==> src/logic/vstore_pkg.sv <==
/* Shared word, strobe and element types of the vector store buffer.
   Words are 32 bits wide and elements are 8, 16 or 32 bits wide */
`default_nettype none

package vstore_pkg;

  localparam int WORD_BYTES = 4; // Bytes per buffer and bus word

  typedef logic [8*WORD_BYTES-1:0] word_t;
  typedef logic [WORD_BYTES-1:0]   strb_t;

  // Element width
  typedef enum logic [1:0] {
    SEW8  = 2'd0,
    SEW16 = 2'd1,
    SEW32 = 2'd2
  } sew_e;

  typedef enum logic {
    UNIT    = 1'b0,
    STRIDED = 1'b1
  } mode_e;

  function automatic int unsigned elem_bytes(input sew_e sew);
    case (sew)
      SEW8:    return 1;
      SEW16:   return 2;
      default: return 4;
    endcase
  endfunction

  // Elements of one width packed into one word
  function automatic int unsigned elems_per_word(input sew_e sew);
    return WORD_BYTES / elem_bytes(sew);
  endfunction

endpackage

`default_nettype wire
==> src/logic/vstore_buffer.sv <==
/* Vector store buffer between the vector lanes and a memory write port.
   LANES and DEPTH must be powers of two; there is no back-pressure */
`default_nettype none
`timescale 1ns/1ps

module vstore_buffer #(
  parameter  int LANES  = 4,
  parameter  int DEPTH  = 16,
  parameter  int ADDR_W = 32,
  localparam int CNT_W  = $clog2(LANES*DEPTH*vstore_pkg::WORD_BYTES + 1)
) (
  input  logic                clk,
  input  logic                rstn,
  input  logic                cfg_load_i,
  input  vstore_pkg::sew_e    sew_i,
  input  vstore_pkg::mode_e   mode_i,
  input  logic [ADDR_W-1:0]   base_i,
  input  logic [ADDR_W-1:0]   stride_i,
  input  logic [CNT_W-1:0]    vl_i,
  input  logic                wr_en_i,
  input  vstore_pkg::word_t   lane_data_i [LANES],
  input  logic                rd_en_i,
  output logic                out_valid_o,
  output logic [ADDR_W-1:0]   out_addr_o,
  output vstore_pkg::word_t   out_data_o,
  output vstore_pkg::strb_t   out_strb_o,
  output logic                wr_done_o,
  output logic                rd_done_o,
  output logic                not_empty_o
);

  localparam int AW = $clog2(DEPTH);
  localparam int LW = $clog2(LANES);

  vstore_pkg::sew_e   sew;
  logic               wr_accept;
  logic [AW-1:0]      wr_addr;
  logic [1:0]         wr_slot;
  logic               rd_accept;
  logic [AW-1:0]      rd_addr;
  logic [LW-1:0]      sel_lane;
  logic [1:0]         sel_slot;
  logic               sel_valid;
  vstore_pkg::word_t  ram_wdata [LANES];
  vstore_pkg::strb_t  ram_be;
  vstore_pkg::word_t  ram_rdata [LANES];
  logic [ADDR_W-1:0]  elem_addr;
  logic [1:0]         elem_offset;

  store_ctrl #(
    .LANES (LANES),
    .DEPTH (DEPTH),
    .CNT_W (CNT_W)
  ) u_ctrl (
    .clk         (clk),
    .rstn        (rstn),
    .cfg_load_i  (cfg_load_i),
    .sew_i       (sew_i),
    .vl_i        (vl_i),
    .wr_en_i     (wr_en_i),
    .rd_en_i     (rd_en_i),
    .sew_o       (sew),
    .wr_accept_o (wr_accept),
    .wr_addr_o   (wr_addr),
    .wr_slot_o   (wr_slot),
    .rd_accept_o (rd_accept),
    .rd_addr_o   (rd_addr),
    .rd_elem_o   (),
    .sel_lane_o  (sel_lane),
    .sel_slot_o  (sel_slot),
    .sel_valid_o (sel_valid),
    .wr_done_o   (wr_done_o),
    .rd_done_o   (rd_done_o),
    .not_empty_o (not_empty_o)
  );

  lane_write_pack #(.LANES(LANES)) u_pack (
    .sew_i       (sew),
    .slot_i      (wr_slot),
    .accept_i    (wr_accept),
    .lane_data_i (lane_data_i),
    .ram_wdata_o (ram_wdata),
    .ram_be_o    (ram_be)
  );

  ////////////////////////////////////////////////////////////
  // One RAM per lane, all on the same addresses
  ////////////////////////////////////////////////////////////
  for (genvar l = 0; l < LANES; l++) begin : g_lane_ram
    bwe_sdp_ram #(.DEPTH(DEPTH)) u_ram (
      .clk     (clk),
      .we_i    (ram_be),
      .waddr_i (wr_addr),
      .wdata_i (ram_wdata[l]),
      .re_i    (rd_accept),
      .raddr_i (rd_addr),
      .rdata_o (ram_rdata[l])
    );
  end

  store_addr_gen #(.ADDR_W(ADDR_W)) u_addr (
    .clk        (clk),
    .rstn       (rstn),
    .cfg_load_i (cfg_load_i),
    .mode_i     (mode_i),
    .sew_i      (sew_i),
    .base_i     (base_i),
    .stride_i   (stride_i),
    .accept_i   (rd_accept),
    .addr_o     (elem_addr),
    .offset_o   (elem_offset)
  );

  lane_read_select #(
    .LANES  (LANES),
    .ADDR_W (ADDR_W)
  ) u_select (
    .clk         (clk),
    .rstn        (rstn),
    .sew_i       (sew),
    .ram_rdata_i (ram_rdata),
    .lane_i      (sel_lane),
    .slot_i      (sel_slot),
    .valid_i     (sel_valid),
    .offset_i    (elem_offset),
    .addr_i      (elem_addr),
    .out_valid_o (out_valid_o),
    .out_addr_o  (out_addr_o),
    .out_data_o  (out_data_o),
    .out_strb_o  (out_strb_o)
  );

endmodule

`default_nettype wire

==> src/logic/lane_read_select.sv <==
/* Picks the element from the lane RAM words, aligns it to the bus address
   and registers the bus outputs. Elements must not cross a word boundary */
`default_nettype none
`timescale 1ns/1ps

module lane_read_select #(
  parameter int LANES  = 4,
  parameter int ADDR_W = 32
) (
  input  logic                       clk,
  input  logic                       rstn,
  input  vstore_pkg::sew_e           sew_i,
  input  vstore_pkg::word_t          ram_rdata_i [LANES],
  input  logic [$clog2(LANES)-1:0]   lane_i,
  input  logic [1:0]                 slot_i,
  input  logic                       valid_i,
  input  logic [1:0]                 offset_i,
  input  logic [ADDR_W-1:0]          addr_i,
  output logic                       out_valid_o,
  output logic [ADDR_W-1:0]          out_addr_o,
  output vstore_pkg::word_t          out_data_o,
  output vstore_pkg::strb_t          out_strb_o
);

  vstore_pkg::word_t lane_word;
  vstore_pkg::word_t elem_low;   // Slot moved down to byte 0
  vstore_pkg::word_t elem;
  vstore_pkg::word_t elem_rot;
  vstore_pkg::strb_t elem_mask;
  vstore_pkg::strb_t strb_rot;
  logic [4:0]        rot_bits;

  assign lane_word = ram_rdata_i[lane_i];
  assign elem_low  = lane_word >> {slot_i, 3'b000};

  // Clear the bytes above the element
  always_comb begin
    case (sew_i)
      vstore_pkg::SEW8:  elem = {24'b0, elem_low[7:0]};
      vstore_pkg::SEW16: elem = {16'b0, elem_low[15:0]};
      default:           elem = elem_low;
    endcase
  end

  ////////////////////////////////////////////////////////////
  // Rotate to the byte lane of the address
  ////////////////////////////////////////////////////////////
  assign rot_bits = {offset_i, 3'b000};
  assign elem_rot = (elem << rot_bits) | (elem >> (6'd32 - rot_bits));

  assign elem_mask = vstore_pkg::strb_t'((1 << vstore_pkg::elem_bytes(sew_i)) - 1);
  assign strb_rot  = (elem_mask << offset_i) | (elem_mask >> (3'd4 - offset_i));

  always_ff @(posedge clk) begin
    if (!rstn) begin
      out_valid_o <= 1'b0;
    end else begin
      out_valid_o <= valid_i;
    end
  end

  // Payload holds the last element between reads
  always_ff @(posedge clk) begin
    if (valid_i) begin
      out_addr_o <= addr_i;
      out_data_o <= elem_rot;
      out_strb_o <= strb_rot;
    end
  end

endmodule

`default_nettype wire

==> src/logic/store_addr_gen.sv <==
/* Byte address of each read element, unit-stride or strided.
   Base and stride must be multiples of the element size */
`default_nettype none
`timescale 1ns/1ps

module store_addr_gen #(
  parameter int ADDR_W = 32
) (
  input  logic                clk,
  input  logic                rstn,
  input  logic                cfg_load_i,
  input  vstore_pkg::mode_e   mode_i,
  input  vstore_pkg::sew_e    sew_i,
  input  logic [ADDR_W-1:0]   base_i,
  input  logic [ADDR_W-1:0]   stride_i,
  input  logic                accept_i,
  output logic [ADDR_W-1:0]   addr_o,
  output logic [1:0]          offset_o
);

  logic [ADDR_W-1:0] ebytes;
  logic [ADDR_W-1:0] step_q;    // Bytes between elements
  logic [ADDR_W-1:0] cur_q;     // Address of the next element
  logic [ADDR_W-1:0] addr_q;

  assign ebytes = ADDR_W'(vstore_pkg::elem_bytes(sew_i));

  always_ff @(posedge clk) begin
    if (!rstn) begin
      step_q <= '0;
      cur_q  <= '0;
      addr_q <= '0;
    end else if (cfg_load_i) begin
      step_q <= (mode_i == vstore_pkg::STRIDED) ? stride_i : ebytes;
      cur_q  <= base_i;
    end else if (accept_i) begin
      cur_q  <= cur_q + step_q;
      addr_q <= cur_q;          // Aligned with the RAM read data
    end
  end

  assign addr_o   = {addr_q[ADDR_W-1:2], 2'b00};
  assign offset_o = addr_q[1:0];

  // Elements never straddle a bus word
  a_cfg_aligned: assert property (@(posedge clk) disable iff (!rstn)
    cfg_load_i |-> ((base_i & (ebytes - 1'b1)) == '0) &&
                   ((mode_i == vstore_pkg::UNIT) || ((stride_i & (ebytes - 1'b1)) == '0)));

endmodule

`default_nettype wire

==> src/logic/bwe_sdp_ram.sv <==
/* Byte-write simple dual-port RAM with a registered read port.
   Reading a word written in the same cycle returns the old contents */
`default_nettype none
`timescale 1ns/1ps

module bwe_sdp_ram #(
  parameter int DEPTH = 16
) (
  input  logic                       clk,
  input  vstore_pkg::strb_t          we_i,
  input  logic [$clog2(DEPTH)-1:0]   waddr_i,
  input  vstore_pkg::word_t          wdata_i,
  input  logic                       re_i,
  input  logic [$clog2(DEPTH)-1:0]   raddr_i,
  output vstore_pkg::word_t          rdata_o
);

  vstore_pkg::word_t mem [DEPTH];

  // One enable per byte column
  always_ff @(posedge clk) begin
    for (int b = 0; b < vstore_pkg::WORD_BYTES; b++) begin
      if (we_i[b]) begin
        mem[waddr_i][8*b +: 8] <= wdata_i[8*b +: 8];
      end
    end
  end

  always_ff @(posedge clk) begin
    if (re_i) begin
      rdata_o <= mem[raddr_i];
    end
  end

endmodule

`default_nettype wire

==> src/logic/lane_write_pack.sv <==
/* Packs one element per lane into a RAM word. Only the low element of each
   lane word is used; the byte enable is common to all lanes */
`default_nettype none
`timescale 1ns/1ps

module lane_write_pack #(
  parameter int LANES = 4
) (
  input  vstore_pkg::sew_e  sew_i,
  input  logic [1:0]        slot_i,
  input  logic              accept_i,
  input  vstore_pkg::word_t lane_data_i [LANES],
  output vstore_pkg::word_t ram_wdata_o [LANES],
  output vstore_pkg::strb_t ram_be_o
);

  vstore_pkg::strb_t elem_mask;

  // Replicate the element so every slot sees it
  always_comb begin
    for (int l = 0; l < LANES; l++) begin
      case (sew_i)
        vstore_pkg::SEW8:  ram_wdata_o[l] = {4{lane_data_i[l][7:0]}};
        vstore_pkg::SEW16: ram_wdata_o[l] = {2{lane_data_i[l][15:0]}};
        default:           ram_wdata_o[l] = lane_data_i[l];
      endcase
    end
  end

  assign elem_mask = vstore_pkg::strb_t'((1 << vstore_pkg::elem_bytes(sew_i)) - 1);

  // Enables only the slot's bytes
  assign ram_be_o = accept_i ? (elem_mask << slot_i) : '0;

endmodule

`default_nettype wire

==> src/logic/store_ctrl.sv <==
/* Counters, acceptance and status of the store buffer. LANES and DEPTH must
   be powers of two, at least 2. Pulses during cfg_load_i are ignored */
`default_nettype none
`timescale 1ns/1ps

module store_ctrl #(
  parameter int LANES = 4,
  parameter int DEPTH = 16,
  parameter int CNT_W = 9
) (
  input  logic                       clk,
  input  logic                       rstn,
  input  logic                       cfg_load_i,
  input  vstore_pkg::sew_e           sew_i,
  input  logic [CNT_W-1:0]           vl_i,
  input  logic                       wr_en_i,
  input  logic                       rd_en_i,
  output vstore_pkg::sew_e           sew_o,
  output logic                       wr_accept_o,
  output logic [$clog2(DEPTH)-1:0]   wr_addr_o,
  output logic [1:0]                 wr_slot_o,
  output logic                       rd_accept_o,
  output logic [$clog2(DEPTH)-1:0]   rd_addr_o,
  output logic [CNT_W-1:0]           rd_elem_o,
  output logic [$clog2(LANES)-1:0]   sel_lane_o,
  output logic [1:0]                 sel_slot_o,
  output logic                       sel_valid_o,
  output logic                       wr_done_o,
  output logic                       rd_done_o,
  output logic                       not_empty_o
);

  localparam int AW = $clog2(DEPTH);
  localparam int LW = $clog2(LANES);

  vstore_pkg::sew_e   sew_q;
  logic [CNT_W-1:0]   vl_q;
  logic [CNT_W-1:0]   wr_cnt;       // Write pulses taken
  logic [CNT_W-1:0]   rd_cnt;       // Next element to read
  logic [CNT_W-1:0]   wr_elems;
  logic [CNT_W-1:0]   wr_elems_nxt;
  logic [CNT_W-1:0]   wr_word;
  logic [CNT_W-1:0]   rd_pulse;
  logic [CNT_W-1:0]   rd_word;
  logic [1:0]         sew_shift;
  logic               wr_done_q;
  logic               rd_done_q;
  logic               rd_avail;
  logic               sel_valid_q;
  logic [LW-1:0]      sel_lane_q;
  logic [1:0]         sel_slot_q;

  // Byte offset of pulse k's element inside its word
  function automatic logic [1:0] slot_of(input logic [CNT_W-1:0] k,
                                         input vstore_pkg::sew_e sew);
    int unsigned epw;
    epw = vstore_pkg::elems_per_word(sew);
    return 2'((32'(k[1:0]) & (epw - 1)) * vstore_pkg::elem_bytes(sew));
  endfunction

  always_comb begin
    case (sew_q)
      vstore_pkg::SEW8:  sew_shift = 2'd2;
      vstore_pkg::SEW16: sew_shift = 2'd1;
      default:           sew_shift = 2'd0;
    endcase
  end

  ////////////////////////////////////////////////////////////
  // Acceptance and addressing
  ////////////////////////////////////////////////////////////
  assign wr_elems     = wr_cnt << LW;
  assign wr_elems_nxt = (wr_cnt + 1'b1) << LW;
  assign rd_avail     = (rd_cnt < vl_q) && (rd_cnt < wr_elems);

  assign wr_accept_o = wr_en_i && !wr_done_q && !cfg_load_i;
  assign rd_accept_o = rd_en_i && rd_avail && !cfg_load_i;

  assign wr_word   = wr_cnt >> sew_shift;
  assign wr_addr_o = wr_word[AW-1:0];
  assign wr_slot_o = slot_of(wr_cnt, sew_q);

  assign rd_pulse  = rd_cnt >> LW;          // Write pulse that stored it
  assign rd_word   = rd_pulse >> sew_shift;
  assign rd_addr_o = rd_word[AW-1:0];
  assign rd_elem_o = rd_cnt;

  always_ff @(posedge clk) begin
    if (!rstn) begin
      sew_q     <= vstore_pkg::SEW8;
      vl_q      <= '0;
      wr_cnt    <= '0;
      rd_cnt    <= '0;
      wr_done_q <= 1'b0;
      rd_done_q <= 1'b0;
    end else if (cfg_load_i) begin
      sew_q     <= sew_i;
      vl_q      <= vl_i;
      wr_cnt    <= '0;
      rd_cnt    <= '0;
      wr_done_q <= 1'b0;
      rd_done_q <= 1'b0;
    end else begin
      if (wr_accept_o) begin
        wr_cnt <= wr_cnt + 1'b1;
        if (wr_elems_nxt >= vl_q) begin
          wr_done_q <= 1'b1;    // Last pulse covers vl
        end
      end
      if (rd_accept_o) begin
        rd_cnt <= rd_cnt + 1'b1;
        if (rd_cnt + 1'b1 == vl_q) begin
          rd_done_q <= 1'b1;
        end
      end
    end
  end

  ////////////////////////////////////////////////////////////
  // Select fields, aligned with the RAM read data
  ////////////////////////////////////////////////////////////
  always_ff @(posedge clk) begin
    if (!rstn) begin
      sel_valid_q <= 1'b0;
    end else begin
      sel_valid_q <= rd_accept_o;
    end
  end

  always_ff @(posedge clk) begin
    if (rd_accept_o) begin
      sel_lane_q <= rd_cnt[LW-1:0];
      sel_slot_q <= slot_of(rd_pulse, sew_q);
    end
  end

  assign sew_o       = sew_q;
  assign sel_valid_o = sel_valid_q;
  assign sel_lane_o  = sel_lane_q;
  assign sel_slot_o  = sel_slot_q;
  assign wr_done_o   = wr_done_q;
  assign rd_done_o   = rd_done_q;
  assign not_empty_o = rd_avail;    // Written and not yet requested

  // Writer stops once the whole vector is in
  a_no_wr_after_done: assert property (@(posedge clk) disable iff (!rstn)
    (wr_en_i && !cfg_load_i) |-> !wr_done_o);

  a_rd_addr_range: assert property (@(posedge clk) disable iff (!rstn)
    rd_accept_o |-> (rd_word < CNT_W'(DEPTH)));

endmodule

`default_nettype wire

==> config.mk <==
export PLATFORM = sky130hd
export DESIGN_NAME = vstore_buffer
export DESIGN_NICKNAME = d
export VERILOG_FILES = /design/src/logic/vstore_pkg.sv /design/src/logic/vstore_buffer.sv /design/src/logic/lane_read_select.sv /design/src/logic/store_addr_gen.sv /design/src/logic/bwe_sdp_ram.sv /design/src/logic/lane_write_pack.sv /design/src/logic/store_ctrl.sv
export SDC_FILE = /design/constraint.sdc
export NUM_CORES = 2
export LEC_CHECK = 0
export BUFFER_PORTS_ARGS = -buffer_cell sky130_fd_sc_hd__buf_4
export CAP_MARGIN = 5
export CORE_ASPECT_RATIO = 0.5
export CORE_MARGIN = 2
export CORE_UTILIZATION = 45
export CTS_BUF_LIST = sky130_fd_sc_hd__clkbuf_4 sky130_fd_sc_hd__clkbuf_8 sky130_fd_sc_hd__clkbuf_16
export CTS_CLUSTER_DIAMETER = 80
export DETAILED_ROUTE_END_ITERATION = 8
export SYNTH_ARGS = -nofsm -noshare
export SYNTH_HDL_FRONTEND = slang
export SYNTH_HIERARCHICAL = 1
export SYNTH_SLANG_ARGS = --single-unit
==> constraint.sdc <==
create_clock -name clk -period 11.6 [get_ports clk]
set_input_delay 0.58 -clock clk [delete_from_list [all_inputs] [get_ports clk]]
set_output_delay 0.58 -clock clk [all_outputs]
set_load 0.01 [all_outputs]
== Word-level counts from Yosys, hierarchy flattened ==
Memories as Yosys holds them, arrays and structs flattened. A register that Yosys moved wholly into a read port is not among the register bits.
Index checks and enable logic that the tools add are counted.

* Output and inout port bits: 72
* Bits in writable memories: 2048
* Memories: 4
* Input port bits: 209
* Word-level logic and storage cells: 93
* Flip-flop bits (word level): 199

* Div/mod/pow operators: 2
* Order comparisons: 4
* Shifts and indexed selects: 9
* Bitwise operators: 7
* Add/subtract/negate cells: 8
* Reductions and logical operators: 14
* Eq/ne operators: 3
* Muxes and demuxes: 24
* $mul: 2

{| class="wikitable"
|+ Memories
! memory !! depth !! width !! read ports !! clocked after memory_dff !! write ports !! RTL line !! text
|-
| g_lane_ram[0].u_ram.mem || 16 || 32 || 1 || 1 || 1 || bwe_sdp_ram.sv:18 || <nowiki>vstore_pkg::word_t mem [DEPTH];</nowiki>
|-
| g_lane_ram[1].u_ram.mem || 16 || 32 || 1 || 1 || 1 || bwe_sdp_ram.sv:18 ||
|-
| g_lane_ram[2].u_ram.mem || 16 || 32 || 1 || 1 || 1 || bwe_sdp_ram.sv:18 ||
|-
| g_lane_ram[3].u_ram.mem || 16 || 32 || 1 || 1 || 1 || bwe_sdp_ram.sv:18 ||
|}

{| class="wikitable"
|+ Operators with widths
! cell !! number
|-
| 32-bit case mux with 2 select lines || 5
|-
| 32-bit two-way mux || 6
|-
| 2-bit by 32-bit AND with 32-bit output || 2
|-
| 32-bit binary-select mux with 2-bit select || 1
|-
| 3-bit by 32-bit divider with 32-bit output, first input constant || 2
|-
| 32-bit by 32-bit multiplier with 2-bit output || 2
|-
| 32-bit by 1-bit subtractor with 32-bit output, second input constant || 2
|-
| 32-bit adder || 1
|-
| 32-bit OR || 1
|-
| 32-bit by 5-bit << shifter with 32-bit output || 1
|-
| 32-bit by 5-bit right shift with 32-bit output || 1
|-
| 32-bit by 6-bit right shift with 32-bit output || 1
|-
| 9-bit by 1-bit adder with 9-bit output, second input constant || 2
|-
| 9-bit less-than comparator || 2
|-
| 3-bit case mux with 2 select lines || 2
|-
| 9-bit equality test || 1
|-
| 9-bit greater-or-equal comparator || 1
|-
| 9-bit by 2-bit right shift with 4-bit output || 1
|-
| 1-bit two-way mux || 8
|-
| 4-bit by 2-bit << shifter with 4-bit output || 2
|-
| 7-bit by 2-bit right shift with 4-bit output || 1
|-
| 2-bit AND reduction || 3
|-
| 6-bit by 5-bit subtractor with 6-bit output, first input constant || 1
|-
| 1-bit logical AND || 5
|-
| other kinds (15) || 19
|}

== Longest topological paths before layout ==
* Word-level depth: 10
* Depth in mapped cells: 14
* Depth with buffers taken out: 12

== By module ==
Netlist, hierarchy kept.

{| class="wikitable"
|+ Modules (own cells, without submodules)
! module !! seq. area each (um^2) !! area an instance (um^2) !! instances !! cells each
|-
| bwe_sdp_ram || 16335.7 || 20564.7 || 4 || 905
|-
| store_addr_gen || 1921.8 || 5307.6 || 1 || 646
|-
| lane_read_select || 2062.0 || 5027.3 || 1 || 450
|-
| store_ctrl || 720.7 || 2332.2 || 1 || 269
|-
| lane_write_pack || 0.0 || 1780.5 || 1 || 223
|}

== Worst setup path before layout ==
Ideal clock, no wire load.

* Path type: register -> register
* Start: reg u_ctrl.wr_cnt[2]
* End: reg u_addr.cur_q[13]
* Buffers on the path: 3
* Setup time: 132 ps
* Required time: 11468 ps
* Stages on the path, launching flop included: 13
* Data arrival time: 8541 ps
* Setup slack: 2927 ps
* Period minus slack after synthesis: 8673 ps
* Cell sequence: dfxtp_1 -> inv_1 -> ha_1 -> a211o_1 -> a31oi_1 -> o21a_2 -> o2111ai_4 -> clkbuf_1 -> nor2_1 -> clkbuf_1 -> buf_1 -> mux2i_1 -> a21oi_1

* Longest elaborated chain between the ends: 5

{| class="wikitable"
|+ RTL lines
! what !! RTL line !! text
|-
| start: declaration || store_ctrl.sv:38 || <nowiki>logic [CNT_W-1:0] wr_cnt;</nowiki>
|-
| start signal: assignment || store_ctrl.sv:105 || <nowiki>wr_cnt <= wr_cnt + 1'b1;</nowiki>
|-
| 9-bit less-than comparator || store_ctrl.sv:74 || <nowiki>assign rd_avail = (rd_cnt < vl_q) && (rd_cnt < wr_elems);</nowiki>
|-
| 1-bit logical AND || store_ctrl.sv:74 ||
|-
| 1-bit logical AND (2 in a row) || store_ctrl.sv:77 || <nowiki>assign rd_accept_o = rd_en_i && rd_avail && !cfg_load_i;</nowiki>
|-
| net rd_accept || vstore_buffer.sv:39 || <nowiki>logic rd_accept;</nowiki>
|-
| 2-bit nonzero test (no source line) || -- ||
|-
| end signal: assignment || store_addr_gen.sv:35 || <nowiki>cur_q <= base_i;</nowiki>
|-
| end signal: assignment || store_addr_gen.sv:37 || <nowiki>cur_q <= cur_q + step_q;</nowiki>
|-
| end: declaration || store_addr_gen.sv:23 || <nowiki>logic [ADDR_W-1:0] cur_q;</nowiki>
|}

The timed path passes the listed nets, and every way through them passes these cells.
A chain may end at the register's enable or synchronous reset.

== Worst setup path in the final report ==
* Start: reg u_ctrl.sew_q[0] (netlist: u_ctrl/sew_o[0])
* End: reg g_lane_ram[3].u_ram.rdata_o[8] (read register of g_lane_ram[3].u_ram.mem) (data pin)

* Longest elaborated chain between the ends: 3
* Elaborated cells on any way between the ends: 4
* Classes of those cells: eq/ne (1); shift (1); mux (1); reduce/logical (1)

{| class="wikitable"
|+ RTL lines
! what !! RTL line !! text
|-
| start: declaration || store_ctrl.sv:36 || <nowiki>vstore_pkg::sew_e sew_q;</nowiki>
|-
| start signal: assignment || store_ctrl.sv:90 || <nowiki>sew_q <= vstore_pkg::SEW8;</nowiki>
|-
| start signal: assignment || store_ctrl.sv:97 || <nowiki>sew_q <= sew_i;</nowiki>
|-
| 2-bit by 1-bit equality test with 1-bit output / 2-bit logical NOT (equally long branches) || store_ctrl.sv:62 || <nowiki>case (sew_q)</nowiki>
|-
| 2-bit case mux with 2 select lines (*) || store_ctrl.sv:62 ||
|-
| 7-bit by 2-bit right shift with 4-bit output (*) || store_ctrl.sv:84 || <nowiki>assign rd_word = rd_pulse >> sew_shift;</nowiki>
|-
| net rd_addr[1] || vstore_buffer.sv:40 || <nowiki>logic [AW-1:0] rd_addr;</nowiki>
|-
| end: declaration || bwe_sdp_ram.sv:15 || <nowiki>output vstore_pkg::word_t rdata_o</nowiki>
|}

The timed path passes the listed nets; every way through them passes the cells marked *.

==> impl_metrics.env <==
export IMPL_grt_pass1_wl_mm=369
export IMPL_cp_startpoint="u_ctrl/sew_o[0]"
export IMPL_max_freq_mhz=178
export IMPL_path_cells="buf_4 -> mux2i_1 -> o21ai_4 -> buf_12 -> buf_12 -> buf_4 -> mux4_2 -> a22oi_1 -> nand2_1"
export IMPL_grt_max_degree=154
export IMPL_power_density_mw_per_mm2=157
export IMPL_synth_ff_type="edfxtp_1"
export IMPL_grt_pass1_vias=51400
export IMPL_yosys_area_top_type_share=0.698
export IMPL_wl_per_cell_um=30.5
export IMPL_required_ns=12.21
export IMPL_wl_met3_mm=21.7
export IMPL_fin_area_mm2=0.109
export IMPL_synthMuxAreaShare=0.148
export IMPL_setup_tns_ns=0
export IMPL_post_route_min_period_ns=5.61
export IMPL_worstSetupStartpointType="flip-flop"
export IMPL_worst_path_stages=9
export IMPL_grt_ovfl_total=0
export IMPL_yosysSeqAreaShare=0.724
export IMPL_clockBufferDepth=4
export IMPL_post_place_ws_ns=5.88
export IMPL_fillCellCount=17000
export IMPL_multi_input_area_mm2=0.0250
export IMPL_cts_made_buffers=213
export IMPL_die_w_um=660
export IMPL_path_buf_inv=4
export IMPL_ys_ff_latch=2375
export IMPL_cts_resized=0
export IMPL_fin_ws_ns=5.99
export IMPL_power_leakage_nw=34.1
export IMPL_wl_mm=260
export IMPL_critPathMaxFanout=150
export IMPL_hold_worst_slack_ns=0.0544
export IMPL_io_pins=281
export IMPL_finClkSkew_ns=0.0736
export IMPL_start_util=0.452
export IMPL_core_area_mm2=0.214
export IMPL_synth_xor_area_frac=0.00426
export IMPL_regArea_mm2=0.0701
export IMPL_clockRootBuffer="clkbuf_16"
export IMPL_rrSetupSlack_ns=5.99
export IMPL_async_flop_share=0
export IMPL_first_pass_iters=6
export IMPL_reg2regPathDepth=9
export IMPL_cts_tree="built"
export IMPL_drive_gt1_frac=0.239
export IMPL_vias=51700
export IMPL_critPathArrivalTime_ns=6.22
export IMPL_drv_cap=0
export IMPL_drv_slew=0
export IMPL_hold_viol=0
export IMPL_post_dp_cell_area_mm2=0.101
export IMPL_ir_worst_vdd_mv=0.121
export IMPL_ant_nets=0
export IMPL_post_cts_setup_buffers=0
export IMPL_power_switching_mw=3.57
export IMPL_clk_pin_slew_ns=0.07
export IMPL_first_iter_violations=6989
export IMPL_status="completed"
export IMPL_synth_distinct_cells=83
export IMPL_cts_sinks=2375
export IMPL_fp_row_count=120
export IMPL_avgSynthCellArea_um2=18.6
export IMPL_synth_top_family_by_area="multiplexers"
export IMPL_tightest_slew_ns=1.28
export IMPL_htreeDepth=4
export IMPL_slew_limit_headroom=0.144
export IMPL_final_common_cell="edfxtp_1"
export IMPL_min_period_over_period=0.484
export IMPL_m1WireLength_mm=109
export IMPL_synth_compound_area_frac=0.0499
export IMPL_synth_simple_gate_area_frac=0.0470
export IMPL_grt_setup_unrepaired="no"
export IMPL_synth_edff_count=2248
export IMPL_dr_wl_met2_mm=122
export IMPL_synthTopCellsByArea="edfxtp_1 70%, mux4_2 13%, dfxtp_1 2.6%"
export IMPL_cp_slowest_stage_delay_ns=0.94
export IMPL_synth_area_mm2=0.0967
export IMPL_critPathSlowestCell="buf_4"
export IMPL_clockPowerShare=0.408
export IMPL_r2r_start="u_ctrl/sew_o[0]"
export IMPL_area_growth_pct=12.4
export IMPL_pwr_share_comb=0.036
export IMPL_fin_nets=5760
export IMPL_switching_share=0.209
export IMPL_routabilityCongestion=0.883
export IMPL_critPathCapture="g_lane_ram[3].u_ram/rdata_o[8]"
export IMPL_die_h_um=332
export IMPL_dr_max_layer_used="met4"
export IMPL_cp_top_family="buffers and inverters"
export IMPL_synthAdderAreaFrac=0.00784
export IMPL_seqPwrFrac=0.557
export IMPL_holdCritPathClass="input pin to flip-flop"
export IMPL_vias_per_cell=6.06
export IMPL_yosysWarnings=6
export IMPL_dp_hpwl_mm=165
export IMPL_yosys_area_top_type="edfxtp_1"
export IMPL_antenna_found_initial=18
export IMPL_grt_use_total=0.233
export IMPL_syn_inst=5208
export IMPL_p_total_mw=17.1
export IMPL_route_detailed_drc=0
export IMPL_r2r_end="g_lane_ram[3].u_ram/rdata_o[8]"
export IMPL_crit_type="flip-flop to flip-flop"
export IMPL_clkLatencyLatePin_ns=0.88
export IMPL_mostFrequentLayoutCells="2248 x edfxtp_1, 553 x mux4_2, 346 x buf_4, 301 x nand2_1, 294 x a22oi_1"
export IMPL_intPower_mw=13.5
export IMPL_crit_path_end_kind="flip-flop"
export IMPL_portBuffers=280
export IMPL_finalSetupViolCount=0
export IMPL_die_area_mm2=0.219
## synth_stat cells, drive strengths merged, types with 35 or more instances
master,n
ha,59
a22oi,294
and2,266
mux2,69
clkbuf,151
a21oi,135
nor3,41
mux2i,104
nor2,154
o21ai,116
mux4,553
dfxtp,127
edfxtp,2248
nand2,301
nand3,35
inv,39
buf,182
## how the worst min path moves through the flow
stage / slack (ns) / end / cells after the start / start
final: 0.05 / u_addr/cur_q[16] / 3 / base_i[16]
after global routing: 0.04 / g_lane_ram[3].u_ram/mem[4][6] / 1 / lane_data_i[6]
after CTS: 0.0003 / u_addr/cur_q[16] / 3 / base_i[16]
after detailed placement: 0.42 / u_select/out_addr_o[26] / 0 / u_addr/addr_q[26]
after global placement: 0.41 / u_select/out_addr_o[16] / 0 / u_addr/addr_q[16]
after floorplan: 0.41 / u_select/out_addr_o[10] / 0 / u_addr/addr_q[10]
## through the flow
stage	instances	utilization
2_1_floorplan	5209	-
3_3_place_gp	8095	0.475
3_5_place_dp	8095	0.475
4_1_cts	8518	0.508
5_1_grt	8522	0.508
6_report	8526	0.509
## power by group through the flow
stage / registers, mW / clock network, mW / logic [mW]
after floorplan: 9.69 / 0 / 0.326
after global placement: 9.70 / 0 / 0.562
after detailed placement: 9.70 / 0 / 0.587
after CTS: 9.52 / 7.08 / 0.602
after global routing: 9.51 / 7.41 / 0.650
final: 9.52 / 6.96 / 0.607
## metal layers
metal	global-route usage	vias to the layer above
met3	0.0423	374
li1	-	21700
met5	0	-
met2	0.369	2295
met1	0.338	27400
met4	0.0559	0
## sequential cells by signal (all words and copies together) (netlist names)
signal and flops:
u_ctrl/sew_o 2, g_lane_ram.u_ram/mem 2048, u_ctrl/rd_elem_o 9, u_addr/addr_q 32, u_select/out_addr_o 32, u_addr/cur_q 32, g_lane_ram.u_ram/rdata_o 128, u_select/out_valid_o 1
u_ctrl/wr_cnt 7, u_ctrl/sel_lane_o 2, u_ctrl/sel_slot_o 2, u_addr/step_q 32, u_select/out_data_o 32, u_select/out_strb_o 4, u_ctrl/vl_q 9, u_ctrl/rd_done_o 1
u_ctrl/wr_done_o 1, u_ctrl/sel_valid_o 1
## layout make-up
class | instances | area share
Antenna cell | 6 | 0.000138
Clock buffer | 253 | 0.0524
Clock inverter | 124 | 0.00962
Inverter | 41 | 0.00144
Multi-Input combinational cell | 2460 | 0.230
Sequential cell | 2375 | 0.644
Tap cell | 2867 | 0.0330
Timing Repair Buffer | 400 | 0.0295
## worst min-delay path, stage by stage
cell and delay, ns:
buf_4 0.08, o21ai_0 0.06, a21oi_1 0.10
## kinds of logic (layout without fill, tap and decap cells)
kind of cell / count (synthesis) / count (layout)
DFF: 2375 / 2375
and+or+nand+nor: 909 / 909
muxes: 726 / 726
AOI/OAI and AO/OA: 716 / 716
buffers and inverters: 374 / 818
adders and majority gates: 60 / 60
xor gates and xnor gates: 47 / 47
other: 1 / 8
## timing repair
| action | 4_1_cts | 5_1_grt |
|---|---|---|
| setup endpoints to repair | 0 | 0 |
| hold endpoints to repair | 76 | 0 |
| hold buffers | 46 | 0 |
(Power assumes the default switching activity.)
